### config.mk
export PLATFORM = sky130hd
export DESIGN_NAME = fetch
export DESIGN_NICKNAME = d
export VERILOG_FILES = /design/src/logic/rv32i_pkg.sv /design/src/logic/fetch.sv
export SDC_FILE = /design/constraint.sdc
export NUM_CORES = 1
export LEC_CHECK = 0
export BUFFER_PORTS_ARGS = -buffer_cell sky130_fd_sc_hd__buf_4
export CORE_AREA = 2 2 85 104
export DETAILED_ROUTE_END_ITERATION = 16
export DIE_AREA = 0 0 87 106
export PLACE_DENSITY = 0.65
export SETUP_SLACK_MARGIN = 0.05
export SYNTH_ARGS = -nofsm -noshare
export SYNTH_HDL_FRONTEND = slang
export SYNTH_SLANG_ARGS = --single-unit
### constraint.sdc
create_clock -name clock -period 1.3 [get_ports clock]
set_input_delay 0.26 -clock clock [delete_from_list [all_inputs] [get_ports clock]]
set_output_delay 0.26 -clock clock [all_outputs]
set_load 0.03 [all_outputs]
### src/logic/rv32i_pkg.sv
`default_nettype none

package rv32i_pkg;

   typedef logic [31:0] word_t;
   typedef logic [31:0] address_t;
   typedef logic [4:0]  register_index_t;
   typedef logic [6:0]  opcode_t;

   // 4 KiB of word storage
   localparam int memory_words      = 1024;
   localparam int memory_index_bits = $clog2(memory_words);

   // ----------------------------------------
   // base opcodes
   // ----------------------------------------
   localparam opcode_t opcode_lui    = 7'b0110111;
   localparam opcode_t opcode_auipc  = 7'b0010111;
   localparam opcode_t opcode_jal    = 7'b1101111;
   localparam opcode_t opcode_jalr   = 7'b1100111;
   localparam opcode_t opcode_branch = 7'b1100011;
   localparam opcode_t opcode_load   = 7'b0000011;
   localparam opcode_t opcode_store  = 7'b0100011;
   localparam opcode_t opcode_op_imm = 7'b0010011;
   localparam opcode_t opcode_op     = 7'b0110011;
   localparam opcode_t opcode_fence  = 7'b0001111;
   localparam opcode_t opcode_system = 7'b1110011;

   typedef enum logic [3:0] {
      class_lui,
      class_auipc,
      class_jal,
      class_jalr,
      class_branch,
      class_load,
      class_store,
      class_alu_imm,
      class_alu_reg,
      class_fence,
      class_system,
      class_illegal
   } instruction_class_t;

   typedef enum logic [1:0] {
      state_idle,
      state_wait_instruction,
      state_wait_load,
      state_halted
   } execute_state_t;

endpackage

`default_nettype wire

### src/logic/fetch.sv
`timescale 1ns/1ps
`default_nettype none

module fetch (
   input  logic                clock,
   input  logic                rst_n,
   input  logic                fetch_enable,
   input  logic                pc_write,
   input  rv32i_pkg::address_t next_pc,
   output logic                fetch_read_enable,
   output rv32i_pkg::address_t fetch_address,
   input  rv32i_pkg::word_t    fetch_value,
   output rv32i_pkg::word_t    instruction,
   output logic                instruction_valid,
   output rv32i_pkg::address_t pc
);
   import rv32i_pkg::*;

   word_t instruction_held;

   assign fetch_read_enable = fetch_enable;
   assign fetch_address     = pc;

   // ----------------------------------------
   // program counter and valid strobe
   // ----------------------------------------
   always_ff @(posedge clock or negedge rst_n) begin
      if (!rst_n) begin
         pc                <= '0;
         instruction_valid <= 1'b0;
      end else begin
         if (pc_write) begin
            pc <= next_pc;
         end
         // memory answers one cycle after the read
         instruction_valid <= fetch_enable;
      end
   end

   always_ff @(posedge clock) begin
      if (instruction_valid) begin
         instruction_held <= fetch_value;
      end
   end

   // returned word is used directly in the valid cycle, the held copy after that
   assign instruction = instruction_valid ? fetch_value : instruction_held;

endmodule

`default_nettype wire

==> results.txt <==
* Proportion of total power due to net switching: 31.1%
* Capturing point of the worst reg2reg path: instruction_held[13]
* CP endpoint: instruction[4]
* Worst reg-to-reg setup slack: 0.25 ns
- Number of maximum-capacitance violations: 0
- For this run, the slowest stage of the critical path takes 0.44 ns.
- Maximum number of pins on one net before global-route repair: 34
- Count of H-tree levels built during CTS: 3
* Filler Cells Inserted: 745
- The final-report max-slew violation count was 0.
* Clock Sinks: 65
- Final worst-path cycle share: 128%
* Gate power share: 31.8%
- Global-route usage over all layers: 12.4%
- Master of the slowest instance on the critical path: dfrtp_2
* Main area contributors after synthesis: mux2_4 (32%), dfrtp_1 (29%), dfxtp_1 (23%)
- Along the worst path, the maximum fanout reaches 16.
- The longest clock path from root to sink contains 2 buffers.
* Simple-gate share of the synthesized area: 0%
- VDD sags by at most 0.597 mV.
* Number of distinct standard cells referenced by the synthesized netlist: 7
* Crit Path Category: register to primary output
* Commonest non-fill, non-tap cell in the layout: buf_4
- From left edge to right edge, the die measures 87 µm.
* Synth Net Count: 238
- The most critical setup path has its startpoint at instruction_valid.
- Switching pwr: 1.78 mW
* Warning count from the yosys run: 0
* Routed wire per std cell: 14.0 µm
- Worst Setup Start Kind: register
- Final number of setup-violating endpoints: 33
- Combinational family with the most area after synthesis: multiplexers
- The tree is rooted in a clkbuf_8.
* Antenna diode count: 0
* Count of nets after finishing: 380
- The checks that failed: setup timing.
* CP cell instances: buf_12, mux2_4, buf_6
- STA classifies the critical path endpoint as a primary output.
- Number of global-route vias before repair: 1813
- Wirelength, routed: 5800 µm
* Reg2reg start: instruction_valid
- Status: complete, but fails checks
- The clock reaches the later pin of the worst-skew pair after 0.33 ns.
* F_max: 602 MHz
- Fraction of the yosys area taken by sequential cells: 52.3%
* Final Hold Vio Count: 0
- The die covers 9220 µm².
- Worst-case headroom to the max-slew limit: 71.8%
- Leakage component of the power: 2.15 nW
- Portion of synthesized cell area occupied by the leading cell type: 32.1%
- TritonCTS built the clock tree.
* Critical path required time: 1.04 ns
* Buffers added on ports: 165
- Internal power comes to 3.96 mW.
* Number of routed nets with antenna violations: 0
- 166 I/O pins were placed.
- The routed layout has 1780 vias.
* RSZ-0062 raised after global routing: yes
* Synthesis-to-finish area growth: 49.5%
* Average via count per standard cell: 4.30
- Total Power Consumption: 5.74 mW
- For this run, the detailed router's first-pass iteration total came to 2.
- Complex-gate fraction of the synthesized area: 0%
- Summing every instance area after synthesis gives 2800 µm².
* Effective utilization at floorplan: 33.8%
* Shortest period the worst path allows: 1.66 ns
- The number of cells on the worst reg-to-reg path is 2.
- Class of the worst hold path: primary input to register
- Remaining DRCs: 0
- The number of antenna violations at the first check in global routing was 0.
* Register clock-pin slew on the reported worst setup and hold paths: 0.06 ns
* Post-Syn Instances: 170
* Height of the die: 106 µm
- Fraction of synthesized area in multiplexers: 33.8%
- Adder and majority cell fraction of the synthesized area: 0%
* Xor and xnor fraction of the mapped netlist area: 0%
- Detailed Place HPWL: 4250 µm
- Sequential cell fraction of total power: 40.6%
- Gp weighted congestion: 0.728
* Cell accounting for the most synthesized area: mux2_4
- #FFs+latches synth: 65
- The total area inside the core boundary comes to 8290 µm².
* Hold_ws: 0.0630 ns
* Clock share of power: 27.5%
- Post-synthesis area per instance: 16.5 µm²
- Slew at the pin closest to its max-slew limit: 0.423 ns
- Final worst-path setup slack: -0.361 ns
* Commonest cells after routing, fill and taps aside: buf_4 (135), mux2_4 (62), dfrtp_1 (32), dfxtp_1 (32), buf_6 (32)
- Utilization after layout: 50.6%
* Number of rows created at floorplan: 37
- Share of layout cells above drive strength 1: 78.5%
- P per Cell Area: 1370 nW/µm²
- In this run, CTS created clock tree buffers numbering 9.
- For this block, the initial DRC count from the detailed router was 23.
- For this run the aggregate overflow at the end of global routing stands at 0.
- Setup skew after layout: 0.00886 ns
- Wire length of the first global-routing pass: 8800 µm
* CP Data Arrival Time: 1.40 ns
worst max-delay path: cells and delay by family (launching register included):
family / cells / cell delay (ns)
multiplexers: 1 / 0.32
flip-flops: 1 / 0.44
buffers and inverters: 2 / 0.31
worst min-delay path by stage:
stage                       from                 to  depth (start not counted)  slack [ns]
floorplan                  rst_n   fetch_address[0]                          0       -0.04
global placement           rst_n   fetch_address[2]                          1        0.23
detailed placement         rst_n   fetch_address[8]                          1        0.24
CTS                 fetch_enable  instruction_valid                          1        0.05
global route        fetch_enable  instruction_valid                          1        0.05
finish              fetch_enable  instruction_valid                          1        0.06
power by group through the flow:
stage                     clock network (mW)  registers [mW]  logic (mW)
after floorplan                            0            2.55        1.02
after global placement                     0            2.37        1.73
after detailed placement                   0            2.37        1.75
after CTS                               1.64            2.34        1.84
after global routing                    1.73            2.36        1.91
final                                   1.58            2.33        1.83
cell type report:
| cell class | count | area (µm²) | area share [%] |
|---|---|---|---|
| clock inverters | 2 | 10.0 | 0.239 |
| well taps | 97 | 121 | 2.90 |
| flip-flops and latches | 65 | 1470 | 35.0 |
| repair buffers | 172 | 1460 | 34.9 |
| multi-input cells | 64 | 953 | 22.8 |
| clock buffers | 14 | 174 | 4.15 |
synthesized netlist by cell type, drive strengths merged:
library cell	instances
buf	41
dfxtp	32
dfrtp	33
mux2	64
repair_timing:
action,in CTS,in global routing
setup buffers,1,1
gates resized for setup,33,1
hold buffers,1,0
hold endpoints to repair,33,0
endpoints found under the setup margin,33,35
cell families (layout without fill, tap and decap cells):
logic type,Yosys count,count (layout)
multiplexers,64,64
buffers and inverters,41,188
flip-flops,65,65
per-layer routing:
| layer | vias to the layer above | share of wire, % | global-route usage (%) |
|---|---|---|---|
| met5 | - | 0 | 0 |
| met4 | 0 | 1.6 | 6.03 |
| met3 | 8 | 8.1 | 3.88 |
| met2 | 92 | 51 | 20.0 |
| met1 | 857 | 39 | 14.7 |
| li1 | 823 | - | - |
per-stage QoR:
step | setup WS, ns | instance area, µm² | std cells | setup TNS (ns)
floorplan | -0.0724 | 2800 | 170 | -2.17
global placement | -0.0686 | 3850 | 395 | -1.36
detailed placement | -0.0948 | 3850 | 395 | -1.90
CTS | -0.398 | 4180 | 413 | -12.20
global route | -0.422 | 4190 | 414 | -13.19
finish | -0.361 | 4190 | 414 | -11.35
flip-flops by register name (all words and copies together) (netlist names):
| register | flops |
|---|---|
| fetch_address | 32 |
| instruction_held | 32 |
| instruction_valid | 1 |
Power figures use the tool's default switching activity.
