--- src/logic/rv32i_pkg.sv ---
`default_nettype none

package rv32i_pkg;

   typedef logic [31:0] word_t;
   typedef logic [31:0] address_t;
   typedef logic [4:0]  register_index_t;
   typedef logic [6:0]  opcode_t;

   // 4 KiB of word storage
   localparam int memory_words      = 1024;
   localparam int memory_index_bits = $clog2(memory_words);

   // ----------------------------------------
   // base opcodes
   // ----------------------------------------
   localparam opcode_t opcode_lui    = 7'b0110111;
   localparam opcode_t opcode_auipc  = 7'b0010111;
   localparam opcode_t opcode_jal    = 7'b1101111;
   localparam opcode_t opcode_jalr   = 7'b1100111;
   localparam opcode_t opcode_branch = 7'b1100011;
   localparam opcode_t opcode_load   = 7'b0000011;
   localparam opcode_t opcode_store  = 7'b0100011;
   localparam opcode_t opcode_op_imm = 7'b0010011;
   localparam opcode_t opcode_op     = 7'b0110011;
   localparam opcode_t opcode_fence  = 7'b0001111;
   localparam opcode_t opcode_system = 7'b1110011;

   typedef enum logic [3:0] {
      class_lui,
      class_auipc,
      class_jal,
      class_jalr,
      class_branch,
      class_load,
      class_store,
      class_alu_imm,
      class_alu_reg,
      class_fence,
      class_system,
      class_illegal
   } instruction_class_t;

   typedef enum logic [1:0] {
      state_idle,
      state_wait_instruction,
      state_wait_load,
      state_halted
   } execute_state_t;

endpackage

`default_nettype wire

--- src/logic/rv32i_if.sv ---
`timescale 1ns/1ps
`default_nettype none


interface register_if;
   import rv32i_pkg::*;

   register_index_t rs1_address;
   register_index_t rs2_address;
   word_t           rs1_value;
   word_t           rs2_value;
   logic            write_enable;
   register_index_t write_address;
   word_t           write_value;

   modport user (output rs1_address, rs2_address, write_enable, write_address, write_value,
                 input rs1_value, rs2_value);
   modport owner (input rs1_address, rs2_address, write_enable, write_address, write_value,
                  output rs1_value, rs2_value);
endinterface

`default_nettype wire

--- src/logic/register_file.sv ---
`timescale 1ns/1ps
`default_nettype none

module register_file (
   input logic       clock,
   input logic       rst_n,
   register_if.owner port
);
   import rv32i_pkg::*;

   // x0 has no storage
   word_t registers [1:31];

   always_ff @(posedge clock or negedge rst_n) begin
      if (!rst_n) begin
         for (int i = 1; i < 32; i++) begin
            registers[i] <= '0;
         end
      end else if (port.write_enable && (port.write_address != '0)) begin
         registers[port.write_address] <= port.write_value;
      end
   end

   assign port.rs1_value = (port.rs1_address == '0) ? '0 : registers[port.rs1_address];
   assign port.rs2_value = (port.rs2_address == '0) ? '0 : registers[port.rs2_address];

endmodule

`default_nettype wire

--- src/flat_wrapper.sv ---
// flat-port wrapper written by rule: the top's interface ports become plain ports
module register_file_flat import rv32i_pkg::*;
  (clock, rst_n, port_rs1_address, port_rs2_address, port_write_enable, port_write_address, port_write_value, port_rs1_value, port_rs2_value);
  register_if port_i ();
  input logic clock;
  input logic rst_n;
  input wire logic [$bits(port_i.rs1_address)-1:0] port_rs1_address;
  input wire logic [$bits(port_i.rs2_address)-1:0] port_rs2_address;
  input wire logic [$bits(port_i.write_enable)-1:0] port_write_enable;
  input wire logic [$bits(port_i.write_address)-1:0] port_write_address;
  input wire logic [$bits(port_i.write_value)-1:0] port_write_value;
  output wire logic [$bits(port_i.rs1_value)-1:0] port_rs1_value;
  output wire logic [$bits(port_i.rs2_value)-1:0] port_rs2_value;
  assign port_i.rs1_address = port_rs1_address;
  assign port_i.rs2_address = port_rs2_address;
  assign port_i.write_enable = port_write_enable;
  assign port_i.write_address = port_write_address;
  assign port_i.write_value = port_write_value;
  assign port_rs1_value = port_i.rs1_value;
  assign port_rs2_value = port_i.rs2_value;
  register_file u_core (.clock(clock), .rst_n(rst_n), .port(port_i));
endmodule
--- config.mk ---
export PLATFORM = sky130hd
export DESIGN_NAME = register_file_flat
export DESIGN_NICKNAME = d
export VERILOG_FILES = /design/src/logic/rv32i_pkg.sv /design/src/logic/rv32i_if.sv /design/src/logic/register_file.sv /design/src/flat_wrapper.sv
export SDC_FILE = /design/constraint.sdc
export NUM_CORES = 2
export LEC_CHECK = 0
export BUFFER_PORTS_ARGS = -buffer_cell sky130_fd_sc_hd__buf_4
export CORE_MARGIN = 8
export CORE_UTILIZATION = 60
export CTS_BUF_LIST = sky130_fd_sc_hd__clkbuf_8
export DETAILED_ROUTE_END_ITERATION = 12
export PLACE_DENSITY = 0.86
export RECOVER_POWER = 50
export SLEW_MARGIN = 20
export SYNTH_ARGS = -nofsm -noshare
export SYNTH_HDL_FRONTEND = slang
export SYNTH_SLANG_ARGS = --single-unit
--- constraint.sdc ---
create_clock -name clock -period 2.42 [get_ports clock]
set_input_delay 0.242 -clock clock [delete_from_list [all_inputs] [get_ports clock]]
set_output_delay 0.242 -clock clock [all_outputs]
set_load 0.03 [all_outputs]
==> results.yml <==
synth:
  yosysMostFrequentCell: "dfrtp_1"
  ys_types: 42
  ys_top_cells_by_count: "dfrtp_1, mux2_2, mux4_2, clkbuf_1, mux2i_1"
  synthTopCellsByArea: "dfrtp_1, mux2_2, mux4_2"
  synth_top_cell_area_share: 0.466
  synth-edff-count: 0
  ys_ff_latch: 992
  synthArstFlopShare: 1.00
  synthCells: 3560
  syn_area_per_cell_um2: 15.0
  yosysSeqAreaShare: 0.466
  synthesis.area_mm2: 0.0533
  ys.flop_type: "dfrtp_1"
  syn_nets: 3610
  synth_top_area_cell: "dfrtp_1"
  ys_warn_count: 0
timing:
  tightest_slew_ns: 1.33
  fmax_mhz: 347
  final_hold_viol_count: 0
  min_period_ns: 2.89
  finalSetupTns_ns: -19.56
  rsz0062_at_grt: "true"
  fin_crit_sh: 1.19
  relSlewSlack: 0.116
  drv_slew: 0
  fin_skew_ns: 0
  setup_viol: 64
  final.setup.worst_slack_ns: -0.466
clock_network:
  cts_made_buffers: 165
  cts_tree: "done"
  root_buffer: "clkbuf_8"
  path_clk_slew_ns: 0.06
  clk_path_buf_depth: 3
  htree_levels: 4
  cts_sinks: 992
  insertion_delay_ns: 0.84
floorplan:
  die_area_mm2: 0.0986
  rows: 109
  die_h_um: 314
  design.core.area_mm2: 0.0882
  floorplan.initialDensity: 0.604
  pin_count: 114
  die_w_um: 314
grt:
  grt_pass1_wl_um: 249000
  antenna_found_initial: 3
  grt_pass1_vias: 39300
  track_usage: 0.335
  grt_max_degree: 122
  grt.overflow.total: 0
detailed_routing:
  wl_per_cell_um: 32.4
  drtIter0Drc: 4719
  final_antenna_net_count: 0
  firstDrtPassIters: 6
  drc_errors: 0
  routed_wl_um: 166000
  routed_via_density: 7.23
  route.vias.total: 37100
finish:
  top_register: "u_core.registers"
  largestRegisters: "u_core.registers x992"
  finalNetCount: 3881
  fillerInstances: 5275
  layout-drive-gt1-share: 0.555
  final_cell_area_mm2: 0.0624
  largest_reg_flops: 992
  area_growth_pct: 17.0
worst_setup_path:
  required_ns: 2.18
  path_class: "register to output pin"
  critPathArrivalTime_ns: 2.64
  rr_startpoint: "u_core.registers[247]$_DFFE_PN0P_"
  worstSetupStartpoint: "u_core.registers[287]$_DFFE_PN0P_"
  cp-end-kind: "output pin"
  cp-start-kind: "register"
  cp_max_fo: 2
  reg2regPathDepth: 3
placed_design:
  postPlaceCellArea_mm2: 0.0571
  numPortBuffers: 113
  gp_congestion: 0.867
  dp_hpwl_um: 94500
power_and_ir_drop:
  p_seq_frac: 0.451
  intPower_mw: 35.2
  p_leak_nw: 27.6
  pwr_density_cell_mw_per_mm2: 800
  switching_share: 0.294
  clock_power_share: 0.307
  power_frac_comb: 0.242
  p_switching_mw: 14.7
  vdd.ir_drop.worst_mv: 0.645
  power.total_mw: 49.9
hold_path:
  hold_path.startpoint: "port_write_address[1]"
  hold_depth: 4
  hp-class: "input pin to register"
run:
  drv_cap: 0
status:
  status: "complete, but fails checks"
  violations: "setup timing"
## critical path, cell delays in order (launching register included)
cell and delay, ns:
dfrtp_1 0.42, mux4_2 0.50, mux4_2 0.45, nand2b_4 0.14, o21a_1 0.13, buf_6 0.15
## kinds of logic (layout without fill, tap and decap cells)
logic type      after synthesis  after routing  synth area share
mux                        1669           1669             0.441
compound gates              239            239            0.0341
other cells                   0              2                 0
simple gates                271            271            0.0270
buf+inv                     389            796            0.0326
flops                       992            992             0.466
## power groups by stage
stage	Clock [mW]	Combinational (mW)	Sequential, mW
3_3_place_gp	0	10.4	22.2
6_report	15.3	12.1	22.5
5_1_grt	16.2	12.7	22.8
4_1_cts	15.4	11.7	22.2
3_5_place_dp	0	10.8	22.5
2_1_floorplan	0	8.17	21.6
## repair_timing
item | CTS | global route
setup buffers | 67 | 27
endpoints found under the setup margin | 64 | 64
hold buffers | 36 | 0
resized for setup | 152 | 53
pin swaps | 89 | 34
endpoints found under the hold margin | 1969 | 0
## path summary, 6_finish.rpt
| check | slack [ns] | endpoint |
|---|---|---|
| setup / recovery | -0.47 | port_rs2_value[31] |
| hold / removal | 0.06 | u_core.registers[124]$_DFFE_PN0P_ |
| setup reg to reg | 1.35 | u_core.registers[247]$_DFFE_PN0P_ |
| hold reg to reg | 0.51 | u_core.registers[110]$_DFFE_PN0P_ |
| max in group asynchronous | 0.19 | u_core.registers[759]$_DFFE_PN0P_ |
| min in group asynchronous | 0.95 | u_core.registers[644]$_DFFE_PN0P_ |
## layout make-up
type / count / area [um^2] / area share
Inverter: 1 / 3.75 / 0.0000602
Clock buffer: 215 / 2960 / 0.0475
Timing Repair Buffer: 492 / 5030 / 0.0807
Sequential cell: 992 / 24800 / 0.398
Clock inverter: 88 / 488 / 0.00783
Antenna cell: 2 / 5.00 / 0.0000803
Multi-Input combinational cell: 2179 / 27600 / 0.442
Tap cell: 1165 / 1460 / 0.0234
## per-stage QoR
stage	instances	worst slack [ns]	util	hold WS, ns
CTS	5105	-0.502	0.703	0.0245
detailed placement	4702	-0.119	0.647	0.161
global placement	4702	-0.126	0.647	0.161
finish	5134	-0.466	0.707	0.0567
floorplan	3560	0.143	-	-0.0536
global route	5133	-0.507	0.707	0.0724
## placed cells by master, fill, tap and decap left out, types with 13 or more instances in the layout
cell           Yosys  final
clkbuf_8           0    216
o31a_1            28     28
clkinv_2           0     16
nor2b_1           85     68
nor3_1            38     35
nor2_1            43     31
mux2_2           936    935
mux2_1           118    117
buf_4             17    277
o22ai_1           25     21
buf_12             0     73
dlygate4sd3_1      0     35
mux4_2           437    437
a22oi_1           54     42
nand2_1           49     37
a211o_1           19     19
buf_6             12     85
nor2b_4            0     13
o21ai_1           15     15
dfrtp_1          992    992
inv_1              1     58
a221oi_1          28     21
mux2i_1          178    164
## routing by layer
layer  track usage  vias up  routed length, um  share of wire
met5             0        -                  0              0
met4         0.207        0              11300          0.068
met3        0.0946      714              19400           0.12
met2         0.506     2767              76900           0.46
met1         0.429    19300              58600           0.35
li1              -    14300                  -              -
Power figures use the tool's default switching activity.
