$ cat src/logic/rv32i_pkg.sv
`default_nettype none

package rv32i_pkg;

   typedef logic [31:0] word_t;
   typedef logic [31:0] address_t;
   typedef logic [4:0]  register_index_t;
   typedef logic [6:0]  opcode_t;

   // 4 KiB of word storage
   localparam int memory_words      = 1024;
   localparam int memory_index_bits = $clog2(memory_words);

   // ----------------------------------------
   // base opcodes
   // ----------------------------------------
   localparam opcode_t opcode_lui    = 7'b0110111;
   localparam opcode_t opcode_auipc  = 7'b0010111;
   localparam opcode_t opcode_jal    = 7'b1101111;
   localparam opcode_t opcode_jalr   = 7'b1100111;
   localparam opcode_t opcode_branch = 7'b1100011;
   localparam opcode_t opcode_load   = 7'b0000011;
   localparam opcode_t opcode_store  = 7'b0100011;
   localparam opcode_t opcode_op_imm = 7'b0010011;
   localparam opcode_t opcode_op     = 7'b0110011;
   localparam opcode_t opcode_fence  = 7'b0001111;
   localparam opcode_t opcode_system = 7'b1110011;

   typedef enum logic [3:0] {
      class_lui,
      class_auipc,
      class_jal,
      class_jalr,
      class_branch,
      class_load,
      class_store,
      class_alu_imm,
      class_alu_reg,
      class_fence,
      class_system,
      class_illegal
   } instruction_class_t;

   typedef enum logic [1:0] {
      state_idle,
      state_wait_instruction,
      state_wait_load,
      state_halted
   } execute_state_t;

endpackage

`default_nettype wire

$ cat src/logic/rv32i_if.sv
`timescale 1ns/1ps
`default_nettype none


// fields of the current instruction, all combinational
interface decoded_if;
   import rv32i_pkg::*;

   instruction_class_t instruction_class;
   register_index_t    rd;
   register_index_t    rs1;
   register_index_t    rs2;
   logic [2:0]         funct3;
   logic               funct7_alt;
   word_t              immediate;

   modport source (output instruction_class, rd, rs1, rs2, funct3, funct7_alt, immediate);
   modport sink (input instruction_class, rd, rs1, rs2, funct3, funct7_alt, immediate);
endinterface


`default_nettype wire

$ cat src/logic/decode.sv
`timescale 1ns/1ps
`default_nettype none

module decode (
   input  rv32i_pkg::word_t instruction,
   decoded_if.source        decoded
);
   import rv32i_pkg::*;

   opcode_t    opcode;
   logic [6:0] funct7;
   logic       funct7_legal;
   logic       is_shift;

   assign opcode       = instruction[6:0];
   assign funct7       = instruction[31:25];
   assign funct7_legal = (funct7 == 7'b0000000) || (funct7 == 7'b0100000);
   // funct3 of 001 or 101
   assign is_shift     = (instruction[13:12] == 2'b01);

   assign decoded.rd         = instruction[11:7];
   assign decoded.rs1        = instruction[19:15];
   assign decoded.rs2        = instruction[24:20];
   assign decoded.funct3     = instruction[14:12];
   assign decoded.funct7_alt = instruction[30];

   always_comb begin
      case (opcode)
         opcode_lui:    decoded.instruction_class = class_lui;
         opcode_auipc:  decoded.instruction_class = class_auipc;
         opcode_jal:    decoded.instruction_class = class_jal;
         opcode_jalr:   decoded.instruction_class = class_jalr;
         opcode_branch: decoded.instruction_class = class_branch;
         opcode_load:   decoded.instruction_class = class_load;
         opcode_store:  decoded.instruction_class = class_store;
         opcode_op_imm:
            decoded.instruction_class = (!is_shift || funct7_legal) ? class_alu_imm : class_illegal;
         opcode_op:     decoded.instruction_class = funct7_legal ? class_alu_reg : class_illegal;
         opcode_fence:  decoded.instruction_class = class_fence;
         opcode_system: decoded.instruction_class = class_system;
         default:       decoded.instruction_class = class_illegal;
      endcase
   end

   // immediate format follows the class
   always_comb begin
      case (decoded.instruction_class)
         class_jalr, class_load, class_alu_imm:
            decoded.immediate = {{20{instruction[31]}}, instruction[31:20]};
         class_store:
            decoded.immediate = {{20{instruction[31]}}, instruction[31:25], instruction[11:7]};
         class_branch:
            decoded.immediate = {{19{instruction[31]}}, instruction[31], instruction[7],
                                 instruction[30:25], instruction[11:8], 1'b0};
         class_lui, class_auipc:
            decoded.immediate = {instruction[31:12], 12'b0};
         class_jal:
            decoded.immediate = {{11{instruction[31]}}, instruction[31], instruction[19:12],
                                 instruction[20], instruction[30:21], 1'b0};
         default:
            decoded.immediate = '0;
      endcase
   end

endmodule

`default_nettype wire

$ cat src/flat_wrapper.sv
// flat-port wrapper written by rule: the top's interface ports become plain ports
module decode_flat import rv32i_pkg::*;
  (instruction, decoded_instruction_class, decoded_rd, decoded_rs1, decoded_rs2, decoded_funct3, decoded_funct7_alt, decoded_immediate);
  decoded_if decoded_i ();
  input  rv32i_pkg::word_t instruction;
  output wire logic [$bits(decoded_i.instruction_class)-1:0] decoded_instruction_class;
  output wire logic [$bits(decoded_i.rd)-1:0] decoded_rd;
  output wire logic [$bits(decoded_i.rs1)-1:0] decoded_rs1;
  output wire logic [$bits(decoded_i.rs2)-1:0] decoded_rs2;
  output wire logic [$bits(decoded_i.funct3)-1:0] decoded_funct3;
  output wire logic [$bits(decoded_i.funct7_alt)-1:0] decoded_funct7_alt;
  output wire logic [$bits(decoded_i.immediate)-1:0] decoded_immediate;
  assign decoded_instruction_class = decoded_i.instruction_class;
  assign decoded_rd = decoded_i.rd;
  assign decoded_rs1 = decoded_i.rs1;
  assign decoded_rs2 = decoded_i.rs2;
  assign decoded_funct3 = decoded_i.funct3;
  assign decoded_funct7_alt = decoded_i.funct7_alt;
  assign decoded_immediate = decoded_i.immediate;
  decode u_core (.instruction(instruction), .decoded(decoded_i));
endmodule
$ cat config.mk
export PLATFORM = sky130hd
export DESIGN_NAME = decode_flat
export DESIGN_NICKNAME = d
export VERILOG_FILES = /design/src/logic/rv32i_pkg.sv /design/src/logic/rv32i_if.sv /design/src/logic/decode.sv /design/src/flat_wrapper.sv
export SDC_FILE = /design/constraint.sdc
export NUM_CORES = 1
export LEC_CHECK = 0
export BUFFER_PORTS_ARGS = -buffer_cell sky130_fd_sc_hd__buf_2
export CELL_PAD_IN_SITES_DETAIL_PLACEMENT = 1
export CELL_PAD_IN_SITES_GLOBAL_PLACEMENT = 2
export CORE_ASPECT_RATIO = 1.75
export CORE_UTILIZATION = 19
export DETAILED_ROUTE_END_ITERATION = 12
export GPL_TIMING_DRIVEN = 0
export PLACE_DENSITY = 0.95
export SLEW_MARGIN = 5
export SYNTH_ARGS = -nofsm -noshare
export SYNTH_HDL_FRONTEND = slang
export SYNTH_SLANG_ARGS = --single-unit
$ cat constraint.sdc
create_clock -name vclk -period 6.6
set_input_delay 1.32 -clock vclk [all_inputs]
set_output_delay 1.32 -clock vclk [all_outputs]
set_load 0.02 [all_outputs]
==> summary.txt <==
Power and ir drop
  – P_sw: 0.0000357 W
  – Clock Power Share: 0%
  – Leakage power: 0.836 nW
  – Internal: 0.0000269 W
  – PwrDens: 45.4 nW/µm²
  – Net Sw Frac: 57.0%
  – Sequential share of power: 0%
  – Peak VDD IR: 0.0127 mV
  – Combinational fraction of design power: 100.0%

Drt
  – DR pass1 iterations: 4
  – Routed wire per std cell: 13.8 µm
  – Via-to-Cell Ratio: ~4.8
  – Final ANT Viol Nets: 0
  – DR DRC count: 0
  – Post-Route WL: around 3700 µm
  – Drt initial violations: 19
  – Via Count: about 1300

Timing
  – Min cycle time layout: 4.39 ns
  – Slew Limit Fails: 0
  – Final setup fails: 0
  – Final Hold Vio Count: 0
  – Sum Neg Setup Slack: 0 ns
  – Relative slew slack: 65.6%
  – Period utilisation layout: 66.5%
  – Slew @ Worst Pin: 0.515 ns
  – F_max: 228 MHz
  – RSZ-0062 raised after global routing: false
  – WHS: 2.96 ns

Clock network
  – Post-CTS Setup Bufs: 0
  – # resized after CTS: 0
  – CTS Hold Bufs: 0

Finish
  – Clock buffer count: 0
  – Sequential cells: 0
  – Share of post-route cells with drive strength above 1: 53.7%
  – Synthesis-to-layout area growth: 54.0%
  – Fill cells: 618
  – Final #Nets: 248
  – Storage cell area: 0 µm²
  – Inserted Diodes: 0

Logic synthesis
  – Cells after Synth: 130
  – Syn nets: 162
  – Post-synthesis cell type count: 42
  – Avg Cell Area, Syn: 6.89 µm²
  – Seq/Total Area, Yosys: 0%
  – Cell Area, Synth: 896 µm²
  – Warnings from Yosys: 0

Placed design
  – PortBufs: 84
  – HPWL Detailed: 3160 µm
  – RePlAce Congestion: around 0.84

Flow run
  – Max-cap violations: 0

Die
  – Die Ht: 92.8 µm
  – Die area: about 5000 µm²
  – Starting density of the core: 20.0%
  – I/O pin cnt: 87
  – Row Count: 32
  – Die width: 53.9 µm
  – Core Region: 4480 µm²

Setup path
  – Crit start category: primary input
  – Crit path kind: primary input to output pin
  – Required time of the critical path: 5.28 ns
  – Crit end category: output pin
  – Crit-path max FO: 8
  – Critical Path AT: 3.07 ns

Global route
  – Largest net degree at the start of global routing: 11
  – Vias in the first global route: approximately 1300
  – Global-route wire length before repair: 5840 µm
  – Grt ovf: 0
  – Initial antenna violation count: 0
  – GRT Total Usage: 14.9%

Min path
  – Type of the worst min-delay path: primary input to output pin

Status
  – Status: complete, no violations
==> layout by cell type (no fill, tap or decap), types with 3 or more instances in the layout <==
cell type / instances
and2_1: 8
a32oi_1: 4
buf_4: 20
a31oi_1: 3
buf_2: 86
o21ai_0: 8
a21o_1: 11
nand2_1: 15
nor2b_1: 3
nand2b_1: 4
o21ai_1: 5
inv_1: 6
a32o_1: 4
nor2_1: 5
==> worst max-delay path, cell delays in order <==
cell and delay [ns]:
buf_2 0.12, nor4_2 0.34, a31oi_1 0.22, a31o_4 0.30, a21oi_1 0.44, o21ai_0 0.14
buf_2 0.18
==> power groups by stage <==
stage,Combinational (W),Sequential (W),Clock (W)
2_1_floorplan,0.0000373,0,0
3_3_place_gp,0.0000624,0,0
3_5_place_dp,0.0000631,0,0
4_1_cts,0.0000633,0,0
5_1_grt,0.0000680,0,0
6_report,0.0000626,0,0
==> layer usage <==
metal  vias up  share of wire (%)  global-route usage, %
met5         -                  0                      0
met3         2                5.5                   1.48
met1       597                 35                   15.2
met2        42                 59                   30.7
li1        629                  -                      -
met4         0               0.74                   1.32
==> layout make-up <==
type,count,area [µm²],share of cell area (%)
Tap cell,51,63.8,4.62
Buffer,25,179,13.0
Timing Repair Buffer,84,420,30.5
Inverter,6,22.5,1.63
Multi-Input combinational cell,99,694,50.3
==> metrics by stage <==
| stage | setup WS (ns) | total power [W] | cell area [µm²] | cells | util [%] |
|---|---|---|---|---|---|
| 2_1_floorplan | 2.41 | 0.0000373 | 896 | 130 | - |
| 3_3_place_gp | 2.19 | 0.0000624 | 1380 | 265 | 30.8 |
| 3_5_place_dp | 2.19 | 0.0000631 | 1380 | 265 | 30.8 |
| 4_1_cts | 2.19 | 0.0000633 | 1380 | 265 | 30.8 |
| 5_1_grt | 2.02 | 0.0000680 | 1380 | 265 | 30.8 |
| 6_report | 2.21 | 0.0000626 | 1380 | 265 | 30.8 |
==> cell families after synthesis <==
group                  Yosys count  synth area share, %
AOI/OAI and AO/OA               47                 42.5
muxes                            1                 1.12
and+or+nand+nor                 51                 33.9
buffers and inverters           31                 22.5
==> path summary, 6_finish.rpt <==
| check | cells past startpoint | from | to | slack (ns) |
|---|---|---|---|---|
| worst max-delay path | 7 | instruction[28] | decoded_immediate[18] | 2.21 |
| worst min-delay path | 3 | instruction[15] | decoded_rs1[0] | 2.96 |
==> cells in the mapped netlist, types with 3 or more instances <==
library cell / count / area, µm²
and2_1: 8 / 50.1
o21ai_0: 8 / 40.0
nor2b_1: 3 / 18.8
a32oi_1: 4 / 35.0
buf_4: 20 / 150
nand2_1: 15 / 56.3
a21o_1: 11 / 82.6
a31oi_1: 3 / 18.8
a32o_1: 4 / 40.0
o21ai_1: 5 / 25.0
inv_1: 6 / 22.5
nor2_1: 5 / 18.8
nand2b_1: 4 / 25.0
(Power assumes the default switching activity.)
