## src/logic/rv32i_pkg.sv

```systemverilog
`default_nettype none

package rv32i_pkg;

   typedef logic [31:0] word_t;
   typedef logic [31:0] address_t;
   typedef logic [4:0]  register_index_t;
   typedef logic [6:0]  opcode_t;

   // 4 KiB of word storage
   localparam int memory_words      = 1024;
   localparam int memory_index_bits = $clog2(memory_words);

   // ----------------------------------------
   // base opcodes
   // ----------------------------------------
   localparam opcode_t opcode_lui    = 7'b0110111;
   localparam opcode_t opcode_auipc  = 7'b0010111;
   localparam opcode_t opcode_jal    = 7'b1101111;
   localparam opcode_t opcode_jalr   = 7'b1100111;
   localparam opcode_t opcode_branch = 7'b1100011;
   localparam opcode_t opcode_load   = 7'b0000011;
   localparam opcode_t opcode_store  = 7'b0100011;
   localparam opcode_t opcode_op_imm = 7'b0010011;
   localparam opcode_t opcode_op     = 7'b0110011;
   localparam opcode_t opcode_fence  = 7'b0001111;
   localparam opcode_t opcode_system = 7'b1110011;

   typedef enum logic [3:0] {
      class_lui,
      class_auipc,
      class_jal,
      class_jalr,
      class_branch,
      class_load,
      class_store,
      class_alu_imm,
      class_alu_reg,
      class_fence,
      class_system,
      class_illegal
   } instruction_class_t;

   typedef enum logic [1:0] {
      state_idle,
      state_wait_instruction,
      state_wait_load,
      state_halted
   } execute_state_t;

endpackage

`default_nettype wire

```

## src/logic/rv32i_if.sv

```systemverilog
`timescale 1ns/1ps
`default_nettype none

// data side of the word memory
interface memory_bus_if;
   import rv32i_pkg::*;

   logic     read_enable;
   address_t read_address;
   word_t    read_value;
   logic     write_enable;
   address_t write_address;
   word_t    write_value;

   modport requester (output read_enable, read_address, write_enable, write_address,
                      write_value, input read_value);
   modport responder (input read_enable, read_address, write_enable, write_address,
                      write_value, output read_value);
endinterface

// fields of the current instruction, all combinational
interface decoded_if;
   import rv32i_pkg::*;

   instruction_class_t instruction_class;
   register_index_t    rd;
   register_index_t    rs1;
   register_index_t    rs2;
   logic [2:0]         funct3;
   logic               funct7_alt;
   word_t              immediate;

   modport source (output instruction_class, rd, rs1, rs2, funct3, funct7_alt, immediate);
   modport sink (input instruction_class, rd, rs1, rs2, funct3, funct7_alt, immediate);
endinterface

interface register_if;
   import rv32i_pkg::*;

   register_index_t rs1_address;
   register_index_t rs2_address;
   word_t           rs1_value;
   word_t           rs2_value;
   logic            write_enable;
   register_index_t write_address;
   word_t           write_value;

   modport user (output rs1_address, rs2_address, write_enable, write_address, write_value,
                 input rs1_value, rs2_value);
   modport owner (input rs1_address, rs2_address, write_enable, write_address, write_value,
                  output rs1_value, rs2_value);
endinterface

`default_nettype wire

```

## src/logic/execute.sv

```systemverilog
`timescale 1ns/1ps
`default_nettype none

module execute (
   input  logic                clock,
   input  logic                rst_n,
   input  logic                run,
   input  logic                instruction_valid,
   input  rv32i_pkg::address_t pc,
   decoded_if.sink             decoded,
   register_if.user            registers,
   memory_bus_if.requester     data,
   output logic                fetch_enable,
   output logic                pc_write,
   output rv32i_pkg::address_t next_pc,
   output logic                halted,
   output logic                illegal
);
   import rv32i_pkg::*;

   execute_state_t state;
   execute_state_t state_next;
   logic           retire_cycle;
   logic           writes_register;
   logic           branch_taken;
   word_t          operand_a;
   word_t          operand_b;
   word_t          shift_right_arith;
   word_t          alu_result;
   address_t       pc_plus_4;
   address_t       effective_address;

   assign registers.rs1_address = decoded.rs1;
   assign registers.rs2_address = decoded.rs2;

   assign retire_cycle      = (state == state_wait_instruction) && instruction_valid;
   assign pc_plus_4         = pc + 32'd4;
   assign operand_a         = registers.rs1_value;
   assign effective_address = operand_a + decoded.immediate;

   // ----------------------------------------
   // ALU
   // ----------------------------------------
   assign operand_b = (decoded.instruction_class == class_alu_reg) ? registers.rs2_value
                                                                   : decoded.immediate;
   assign shift_right_arith = $signed(operand_a) >>> operand_b[4:0];

   always_comb begin
      case (decoded.funct3)
         3'b000: begin
            // sub only exists in the register form
            if (decoded.instruction_class == class_alu_reg && decoded.funct7_alt) begin
               alu_result = operand_a - operand_b;
            end else begin
               alu_result = operand_a + operand_b;
            end
         end
         3'b001: alu_result = operand_a << operand_b[4:0];
         3'b010: alu_result = {31'b0, $signed(operand_a) < $signed(operand_b)};
         3'b011: alu_result = {31'b0, operand_a < operand_b};
         3'b100: alu_result = operand_a ^ operand_b;
         3'b101: alu_result = decoded.funct7_alt ? shift_right_arith : operand_a >> operand_b[4:0];
         3'b110: alu_result = operand_a | operand_b;
         default: alu_result = operand_a & operand_b;
      endcase
   end

   // ----------------------------------------
   // branches and jumps
   // ----------------------------------------
   always_comb begin
      case (decoded.funct3)
         3'b000: branch_taken = operand_a == registers.rs2_value;
         3'b001: branch_taken = operand_a != registers.rs2_value;
         3'b100: branch_taken = $signed(operand_a) < $signed(registers.rs2_value);
         3'b101: branch_taken = $signed(operand_a) >= $signed(registers.rs2_value);
         3'b110: branch_taken = operand_a < registers.rs2_value;
         3'b111: branch_taken = operand_a >= registers.rs2_value;
         default: branch_taken = 1'b0;
      endcase
   end

   always_comb begin
      case (decoded.instruction_class)
         class_jal:    next_pc = pc + decoded.immediate;
         class_jalr:   next_pc = {effective_address[31:1], 1'b0};
         class_branch: next_pc = branch_taken ? pc + decoded.immediate : pc_plus_4;
         default:      next_pc = pc_plus_4;
      endcase
   end

   // ----------------------------------------
   // memory access and write-back
   // ----------------------------------------
   assign data.read_enable   = retire_cycle && (decoded.instruction_class == class_load);
   assign data.read_address  = effective_address;
   assign data.write_enable  = retire_cycle && (decoded.instruction_class == class_store);
   assign data.write_address = effective_address;
   assign data.write_value   = registers.rs2_value;

   assign writes_register = decoded.instruction_class inside {class_lui, class_auipc, class_jal,
                                                               class_jalr, class_alu_imm,
                                                               class_alu_reg};

   assign registers.write_enable  = (retire_cycle && writes_register) ||
                                    (state == state_wait_load);
   assign registers.write_address = decoded.rd;

   always_comb begin
      case (decoded.instruction_class)
         class_lui:             registers.write_value = decoded.immediate;
         class_auipc:           registers.write_value = pc + decoded.immediate;
         class_jal, class_jalr: registers.write_value = pc_plus_4;
         class_load:            registers.write_value = data.read_value;
         default:               registers.write_value = alu_result;
      endcase
   end

   // ----------------------------------------
   // sequencing FSM
   // ----------------------------------------
   always_comb begin
      state_next   = state;
      fetch_enable = 1'b0;
      pc_write     = 1'b0;
      case (state)
         state_idle: begin
            if (run) begin
               fetch_enable = 1'b1;
               state_next   = state_wait_instruction;
            end
         end
         state_wait_instruction: begin
            if (instruction_valid) begin
               case (decoded.instruction_class)
                  class_load:                  state_next = state_wait_load;
                  class_system, class_illegal: state_next = state_halted;
                  default: begin
                     pc_write   = 1'b1;
                     state_next = state_idle;
                  end
               endcase
            end
         end
         state_wait_load: begin
            pc_write   = 1'b1;
            state_next = state_idle;
         end
         default: state_next = state_halted;
      endcase
   end

   always_ff @(posedge clock or negedge rst_n) begin
      if (!rst_n) begin
         state   <= state_idle;
         halted  <= 1'b0;
         illegal <= 1'b0;
      end else begin
         state <= state_next;
         // both flags are sticky until reset
         if (state_next == state_halted) begin
            halted <= 1'b1;
         end
         if (retire_cycle && (decoded.instruction_class == class_illegal)) begin
            illegal <= 1'b1;
         end
      end
   end

endmodule

`default_nettype wire

```

## src/flat_wrapper.sv

```systemverilog
// flat-port wrapper written by rule: the top's interface ports become plain ports
module execute_flat import rv32i_pkg::*;
  (clock, rst_n, run, instruction_valid, pc, fetch_enable, pc_write, next_pc, halted, illegal, decoded_instruction_class, decoded_rd, decoded_rs1, decoded_rs2, decoded_funct3, decoded_funct7_alt, decoded_immediate, registers_rs1_address, registers_rs2_address, registers_write_enable, registers_write_address, registers_write_value, registers_rs1_value, registers_rs2_value, data_read_enable, data_read_address, data_write_enable, data_write_address, data_write_value, data_read_value);
  decoded_if decoded_i ();
  register_if registers_i ();
  memory_bus_if data_i ();
  input  logic clock;
  input  logic rst_n;
  input  logic run;
  input  logic instruction_valid;
  input  rv32i_pkg::address_t pc;
  output logic fetch_enable;
  output logic pc_write;
  output rv32i_pkg::address_t next_pc;
  output logic halted;
  output logic illegal;
  input wire logic [$bits(decoded_i.instruction_class)-1:0] decoded_instruction_class;
  input wire logic [$bits(decoded_i.rd)-1:0] decoded_rd;
  input wire logic [$bits(decoded_i.rs1)-1:0] decoded_rs1;
  input wire logic [$bits(decoded_i.rs2)-1:0] decoded_rs2;
  input wire logic [$bits(decoded_i.funct3)-1:0] decoded_funct3;
  input wire logic [$bits(decoded_i.funct7_alt)-1:0] decoded_funct7_alt;
  input wire logic [$bits(decoded_i.immediate)-1:0] decoded_immediate;
  output wire logic [$bits(registers_i.rs1_address)-1:0] registers_rs1_address;
  output wire logic [$bits(registers_i.rs2_address)-1:0] registers_rs2_address;
  output wire logic [$bits(registers_i.write_enable)-1:0] registers_write_enable;
  output wire logic [$bits(registers_i.write_address)-1:0] registers_write_address;
  output wire logic [$bits(registers_i.write_value)-1:0] registers_write_value;
  input wire logic [$bits(registers_i.rs1_value)-1:0] registers_rs1_value;
  input wire logic [$bits(registers_i.rs2_value)-1:0] registers_rs2_value;
  output wire logic [$bits(data_i.read_enable)-1:0] data_read_enable;
  output wire logic [$bits(data_i.read_address)-1:0] data_read_address;
  output wire logic [$bits(data_i.write_enable)-1:0] data_write_enable;
  output wire logic [$bits(data_i.write_address)-1:0] data_write_address;
  output wire logic [$bits(data_i.write_value)-1:0] data_write_value;
  input wire logic [$bits(data_i.read_value)-1:0] data_read_value;
  assign decoded_i.instruction_class = decoded_instruction_class;
  assign decoded_i.rd = decoded_rd;
  assign decoded_i.rs1 = decoded_rs1;
  assign decoded_i.rs2 = decoded_rs2;
  assign decoded_i.funct3 = decoded_funct3;
  assign decoded_i.funct7_alt = decoded_funct7_alt;
  assign decoded_i.immediate = decoded_immediate;
  assign registers_rs1_address = registers_i.rs1_address;
  assign registers_rs2_address = registers_i.rs2_address;
  assign registers_write_enable = registers_i.write_enable;
  assign registers_write_address = registers_i.write_address;
  assign registers_write_value = registers_i.write_value;
  assign registers_i.rs1_value = registers_rs1_value;
  assign registers_i.rs2_value = registers_rs2_value;
  assign data_read_enable = data_i.read_enable;
  assign data_read_address = data_i.read_address;
  assign data_write_enable = data_i.write_enable;
  assign data_write_address = data_i.write_address;
  assign data_write_value = data_i.write_value;
  assign data_i.read_value = data_read_value;
  execute u_core (.clock(clock), .rst_n(rst_n), .run(run), .instruction_valid(instruction_valid), .pc(pc), .decoded(decoded_i), .registers(registers_i), .data(data_i), .fetch_enable(fetch_enable), .pc_write(pc_write), .next_pc(next_pc), .halted(halted), .illegal(illegal));
endmodule
```

## config.mk

```make
export PLATFORM = sky130hd
export DESIGN_NAME = execute_flat
export DESIGN_NICKNAME = d
export VERILOG_FILES = /design/src/logic/rv32i_pkg.sv /design/src/logic/rv32i_if.sv /design/src/logic/execute.sv /design/src/flat_wrapper.sv
export SDC_FILE = /design/constraint.sdc
export NUM_CORES = 1
export LEC_CHECK = 0
export BUFFER_PORTS_ARGS = -buffer_cell sky130_fd_sc_hd__buf_2
export CORE_ASPECT_RATIO = 0.5
export CORE_MARGIN = 2
export CORE_UTILIZATION = 40
export CTS_BUF_LIST = sky130_fd_sc_hd__clkbuf_8
export CTS_CLUSTER_SIZE = 12
export DETAILED_ROUTE_END_ITERATION = 10
export HOLD_SLACK_MARGIN = 0.05
export MAX_ROUTING_LAYER = met4
export PLACE_DENSITY = 0.62
export SETUP_SLACK_MARGIN = 0.2
export SLEW_MARGIN = 25
export SYNTH_ARGS = -nofsm -noshare
export SYNTH_HDL_FRONTEND = slang
export SYNTH_SLANG_ARGS = --single-unit
export TNS_END_PERCENT = 20
```

## constraint.sdc

```tcl
create_clock -name clock -period 5.01 [get_ports clock]
set_input_delay 0.501 -clock clock [delete_from_list [all_inputs] [get_ports clock]]
set_output_delay 0.501 -clock clock [all_outputs]
set_load 0.05 [all_outputs]
```

==> results of run 1 <==
-- state kept, by name, summed over array words and instances, names as in the netlist --
signal,count
u_core.illegal,1
u_core.halted,1
u_core.state,2
-- per-stage QoR --
step	setup TNS (ns)	utilization, %	total power [mW]
floorplan	0	-	2.43
global placement	-0.0208	49.9	3.70
detailed placement	-0.330	49.9	3.69
CTS	0	51.1	3.83
global route	0	52.4	4.19
finish	0	52.4	4.04
-- worst min path at each step --
stage                from                    endpoint  depth (start not counted)
floorplan           rst_n   u_core.halted$_DFFE_PN0N_                          0
global placement    rst_n  u_core.illegal$_DFFE_PN0P_                          1
detailed placement  rst_n  u_core.illegal$_DFFE_PN0P_                          1
CTS                 rst_n  u_core.illegal$_DFFE_PN0P_                          1
global route        rst_n  u_core.illegal$_DFFE_PN0P_                          1
finish              rst_n   u_core.state[0]$_DFF_PN0_                          1
-- per-layer routing --
metal / part of all wire, % / global-route usage (%)
met5: 0 / -
met2: 38 / 62.1
met1: 44 / 64.9
met4: 2.5 / 9.56
met3: 16 / 18.5
-- Yosys cell counts (9+ instances only) --
library cell  instances
mux2i_1             126
or3_1                11
nand2_1             187
o22ai_1              13
a221o_1              34
o311ai_0              9
a31oi_1              27
o31ai_1              11
buf_2                12
o21a_1               16
and2_1               13
clkbuf_1            108
o21bai_1             24
o21ai_0             194
a211oi_1             49
nand4_1              23
o221ai_1             13
mux2_2               37
and3_1               14
nor2_1              248
ha_1                196
nor3_1               51
a21o_1               34
nor4_1               15
buf_4                87
nor2b_1              27
o211ai_1             40
a211o_1               9
buf_1                 9
xnor2_1              84
nand3_1              67
nand2b_1             16
inv_1               152
a21oi_1             247
xor2_1               33
a22oi_1              33
a221oi_1             27
-- critical path, cell delays in order --
cell	delay, ns
buf_8	0.10
nor4b_4	0.38
buf_12	0.19
mux2i_4	0.32
buf_4	0.17
buf_6	0.16
buf_6	0.24
mux2i_1	0.34
o22ai_1	0.14
a21oi_1	0.42
buf_4	0.21
nor2_1	0.06
a21oi_1	0.11
o21ai_0	0.12
buf_4	0.22
a31oi_1	0.34
o21ai_0	0.17
buf_2	0.25
-- where the power goes --
group | internal, mW | switching (mW)
registers | 0.0463 | 0.0117
clock network | 0.0512 | 0.0158
logic | 1.27 | 2.64
-- kinds of logic after synthesis --
| group | Yosys count |
|---|---|
| AO/OA/AOI/OAI | 853 |
| AND/OR/NAND/NOR | 695 |
| buffers and inverters | 372 |
| adder cells (fa/ha/maj) | 199 |
| multiplexers | 166 |
| XOR/XNOR | 117 |
| flip-flops | 4 |
-- area by class of cell --
| cell class | instances | area [um2] | share of cell area (%) |
|---|---|---|---|
| timing repair buffer | 628 | 4370 | 21.4 |
| clock buffer | 3 | 41.3 | 0.202 |
| sequential | 4 | 100 | 0.491 |
| tap | 530 | 663 | 3.25 |
| antenna | 7 | 17.5 | 0.0859 |
| inverter | 155 | 587 | 2.88 |
| multi-input combinational | 2030 | 14600 | 71.7 |
-- repair_timing --
action | in CTS | in global routing
buffers inserted | 7 | 16
gates resized for setup | 62 | 78
gates cloned | 2 | 0
endpoints found under the setup margin | 16 | 26
pin swaps | 22 | 37
==> impl_metrics.toml, run 1 <==
[cts]
cts_tree = "done"
holdBufCountCts = 0
cts_buffers = 3
cts.sinks = 4
clockBufferDepth = 2
clk_latency_ns = 0.21
cts.htree.levels = 1
cts-root-buf = "clkbuf_8"
clk_pin_slew_worst_paths_ns = 0.03

[setup_path]
r2r-end = "u_core.halted$_DFFE_PN0N_"
worst-path-max-fanout = 19
r2r_slack_ns = 3.60
arrival_ns = 4.46
r2r_start = "u_core.state[0]$_DFF_PN0_"
cp-startpoint = "decoded_instruction_class[1]"
critPathCapture = "registers_write_value[6]"
end_kind = "primary output"
cp-start-kind = "primary input"
rr_worst_depth = 6
critPathKind = "in -> out"
critPathRequiredTime_ns = 4.51

[sta]
fin_crit_sh_pct = 99.0
rsz0062_at_grt = "true"
tightest_slew_ns = 1.14
setup_viol = 0
whs_ns = 0.0884
hold_viol_final = 0
fin_crit_ns = 4.96
timing.slew.headroom_pct = 24.0
maxSlewViolCount = 0
setup_slack_ns = 0.0509
worst_clock_skew_ns = 0.00354
clock.fmax_mhz = 202

[layout]
final_cell_mix = "buf_2 (312), buf_4 (272), nor2_1 (242)"
fillers = 4025
area_growth_syn_to_layout_pct = 29.1
drive_gt1_share_pct = 28.1
final-instance-count-excl-fill = 3357
postLayoutCellArea_mm2 = 0.0204
final_common_cell = "buf_2"
final_nets = 3208

[grt]
antenna_found_initial = 6
grt_overflow = 0
grt_pass1_wl_um = 138000
grt_max_degree = 63
grt_usage_pct = 46.7
grt_pass1_vias = 19900

[place]
post_dp_cell_area_mm2 = 0.0194
pre_cts_slack_ns = -0.124
dp.cells = 3320
gp_congestion = 1.08
hpwl_um = 81500
io_buffers = 338

[route]
wl_um = 98700
postRouteAntennaNets = 0
wl_per_cell_um = 29.4
viasPerCell = 6.48
drt-initial-drc-count = 3234
drc_errors = 0
detail_route.first_pass.iterations = 6
vias = 21800

[run_status]
outcome = "finished, final reports clean"

[logic_synthesis]
ys_async_sr_fraction_pct = 100
ys.flop_type = "dfrtp_1"
synth_top_cell_by_area = "ha_1"
synth-xor-area-share_pct = 6.49
postSynthAreaPerCell_um2 = 6.56
synth_top_family_by_area = "compound AO/OA/AOI/OAI gates"
synth_edf_count = 0
synth_compound_area_share_pct = 34.9
ys_ff_latch = 4
synth_cell_types = 76
syn_nets = 2792
synth_area_leaders = "ha_1 (16%), mux2i_1 (8.0%), a21oi_1 (7.8%)"
syn_inst = 2406
yosys_warnings = 0
synth.yosys.seq_area_share_pct = 0.634
synth_area_mm2 = 0.0158
synth-simple-area-share_pct = 20.0
yosys.area.top_type_share_pct = 15.5
synth.mux.area_fraction_pct = 11.1
synthAdderAreaFrac_pct = 15.9

[floorplanning]
start_util_pct = 40.6
die_y_um = 144
die_width_um = 285
dieArea_mm2 = 0.0412
std_cell_rows = 51
core_mm2 = 0.0389
io_pins = 369

[pwr]
ir_drop_mv = 0.212
power_density_mw_per_mm2 = 198
p_leak_nw = 9.41

[run]
cap_violations = 0

[hold_path]
hp-class = "in -> async"
(Power assumes the default switching activity.)
==> inputs of run 2 (changes only) <==
--- a/config.mk
+++ b/config.mk
@@ -5,16 +5,17 @@
 export SDC_FILE = /design/constraint.sdc
 export NUM_CORES = 1
 export LEC_CHECK = 0
+export ABC_AREA = 1
 export BUFFER_PORTS_ARGS = -buffer_cell sky130_fd_sc_hd__buf_2
+export CAP_MARGIN = 20
 export CORE_ASPECT_RATIO = 0.5
-export CORE_MARGIN = 2
 export CORE_UTILIZATION = 40
 export CTS_BUF_LIST = sky130_fd_sc_hd__clkbuf_8
 export CTS_CLUSTER_SIZE = 12
 export DETAILED_ROUTE_END_ITERATION = 10
 export HOLD_SLACK_MARGIN = 0.05
 export MAX_ROUTING_LAYER = met4
-export PLACE_DENSITY = 0.62
+export PLACE_DENSITY = 0.61
 export SETUP_SLACK_MARGIN = 0.2
 export SLEW_MARGIN = 25
 export SYNTH_ARGS = -nofsm -noshare
==> impl_metrics.toml, run 2 <==
[layout]
regMostFlops = "u_core.state"
largest_reg_flops = 2
final_cell_mix = "nand2_1 (1,019), inv_1 (469), nand3_1 (364)"
area_growth_syn_to_layout_pct = 11.0
final_nets = 4090
drive_gt1_share_pct = 13.9
final_common_cell = "nand2_1"
top_regs = "u_core.state x2, u_core.halted x1, u_core.illegal x1"

[floorplanning]
start_util_pct = 41.1
std_cell_rows = 54
core_mm2 = 0.0442
die_width_um = 303
die_y_um = 153
dieArea_mm2 = 0.0463
io_pins = 369

[cts]
cts.sinks = 4
clk_pin_slew_worst_paths_ns = 0.03
clk_latency_ns = 0.22
cts-root-buf = "clkbuf_8"
cts_tree = "done"
cts.htree.levels = 1
clockBufferDepth = 2
cts_buffers = 3
post_cts_buffers = 0

[grt]
grt_overflow = 0
grt_pass1_wl_um = 146000
grt_max_degree = 67
grt_usage_pct = 43.1
antenna_found_initial = 2
grt_pass1_vias = 22600

[sta]
timing.slew.headroom_pct = 34.7
rsz0062_at_grt = "true"
clock.fmax_mhz = 208
hold_viol_final = 0
fin_crit_sh_pct = 96.0
tightest_slew_ns = 0.973
worst_clock_skew_ns = 0.000282
fin_crit_ns = 4.81
whs_ns = 0.0827
setup_viol = 0
maxSlewViolCount = 0

[logic_synthesis]
synth_area_leaders = "nand2_1 (21%), ha_1 (14%), nand3_1 (10%)"
synth.mux.area_fraction_pct = 0.165
synth_cell_types = 63
synth_area_mm2 = 0.0182
synth_edf_count = 0
ys_top_cells_by_count = "nand2_1 (1,019), inv_1 (469), nand3_1 (364)"
synth_top_family_by_area = "simple AND/OR/NAND/NOR gates"
synthAdderAreaFrac_pct = 13.8
synth.yosys.seq_area_share_pct = 0.551
synth-xor-area-share_pct = 4.10
ys_ff_latch = 4
synth-simple-area-share_pct = 44.2
synth_compound_area_share_pct = 20.3
synth_top_cell_by_area = "nand2_1"
syn_inst = 3484
syn_nets = 3870
yosys_warnings = 0
yosysMostFrequentCell = "nand2_1"
yosys.area.top_type_share_pct = 21.1
ys.flop_type = "dfrtp_1"
postSynthAreaPerCell_um2 = 5.21
ys_async_sr_fraction_pct = 100

[place]
hpwl_um = 85300
io_buffers = 338
gp_congestion = 1.13

[pwr]
p_leak_nw = 10.9
power_density_mw_per_mm2 = 180
p_total_mw = 3.63
ir_drop_mv = 0.177

[setup_path]
arrival_ns = 4.31
worst-path-max-fanout = 9
end_kind = "primary output"
rr_worst_depth = 5
critPathRequiredTime_ns = 4.51
cp-start-kind = "primary input"
critPathKind = "in -> out"

[run_status]
outcome = "finished, final reports clean"

[route]
viasPerCell = 5.94
wl_um = 101000
drt-initial-drc-count = 3574
vias = 25500
postRouteAntennaNets = 0
drc_errors = 0
detail_route.first_pass.iterations = 9
wl_per_cell_um = 23.6

[run]
cap_violations = 0

[hold_path]
hp-class = "in -> async"
==> run 2: cell type report <==
| type | instances | area, um2 |
|---|---|---|
| antenna | 3 | 7.51 |
| clock buffer | 3 | 41.3 |
| fill | 5099 | 24000 |
| inverter | 482 | 1810 |
| multi-input combinational | 2793 | 15100 |
| sequential | 4 | 100 |
| tap | 588 | 736 |
| timing repair buffer | 420 | 2410 |
==> run 2: report_power, final <==
group,leakage (nW),switching (mW),internal (mW)
sequential,0.0402,0,0.0325
combinational,10.9,2.63,0.895
clock,0.0216,0.0171,0.0513
total,10.9,2.65,0.978
==> run 2: per-layer routing <==
layer  vias up  share of wire [%]  GRT usage [%]
li1      11800                  -              -
met1     11800                 43           60.1
met2      1715                 40           60.0
met3       210                 14           12.0
met4         0                3.2           10.9
met5         -                  0              -
==> run 2: cells by family after synthesis <==
family | Yosys count
AND/OR/NAND/NOR | 1874
multiplexers | 3
flip-flops | 4
XOR/XNOR | 85
adder cells (fa/ha/maj) | 199
buffers and inverters | 687
AO/OA/AOI/OAI | 632
==> run 2: worst max-delay path: stages <==
cell and delay, ns:
buf_2 0.14, nor2_2 0.19, nand2_4 0.15, buf_4 0.22
o21ai_4 0.26, ha_1 0.35, a21oi_1 0.28, nand2_1 0.26
inv_1 0.10, nor2_1 0.04, nor2_1 0.20, o21ai_0 0.12
buf_4 0.17, nand2_1 0.13, nand3_1 0.12, nand2_1 0.08
nand3_1 0.06, nand2_1 0.07, inv_1 0.09, nand2_1 0.08
nand3_1 0.24, nand3_1 0.17, nand2_1 0.08, buf_2 0.21
==> run 2: worst paths after layout <==
check / slack [ns] / from / endpoint
max: 0.20 / decoded_instruction_class[1] / registers_write_value[23]
min: 0.08 / rst_n / u_core.state[1]$_DFF_PN0_
max reg2reg: 3.62 / u_core.state[1]$_DFF_PN0_ / u_core.illegal$_DFFE_PN0P_
min reg2reg: 0.46 / u_core.halted$_DFFE_PN0N_ / u_core.halted$_DFFE_PN0N_
max in group asynchronous: 4.81 / rst_n / u_core.halted$_DFFE_PN0N_
min in group clock: 0.46 / u_core.halted$_DFFE_PN0N_ / u_core.halted$_DFFE_PN0N_
==> run 2: timing repair <==
item,4_1_cts,5_1_grt
cloned,0,0
hold endpoints to repair,0,0
resized for setup,2,12
hold buffers,0,0
endpoints found under the setup margin,1,9
==> run 2: stage by stage <==
step	utilization (%)	instance area (um2)	worst slack, ns	instances	TNS [ns]
after floorplan	-	18200	1.01	3484	0
after global placement	45.4	20100	-0.0396	4287	-0.0396
after detailed placement	45.4	20100	0.0904	4287	0
after CTS	45.5	20100	0.261	4290	0
after global routing	45.6	20200	0.147	4292	0
final	45.6	20200	0.200	4293	0
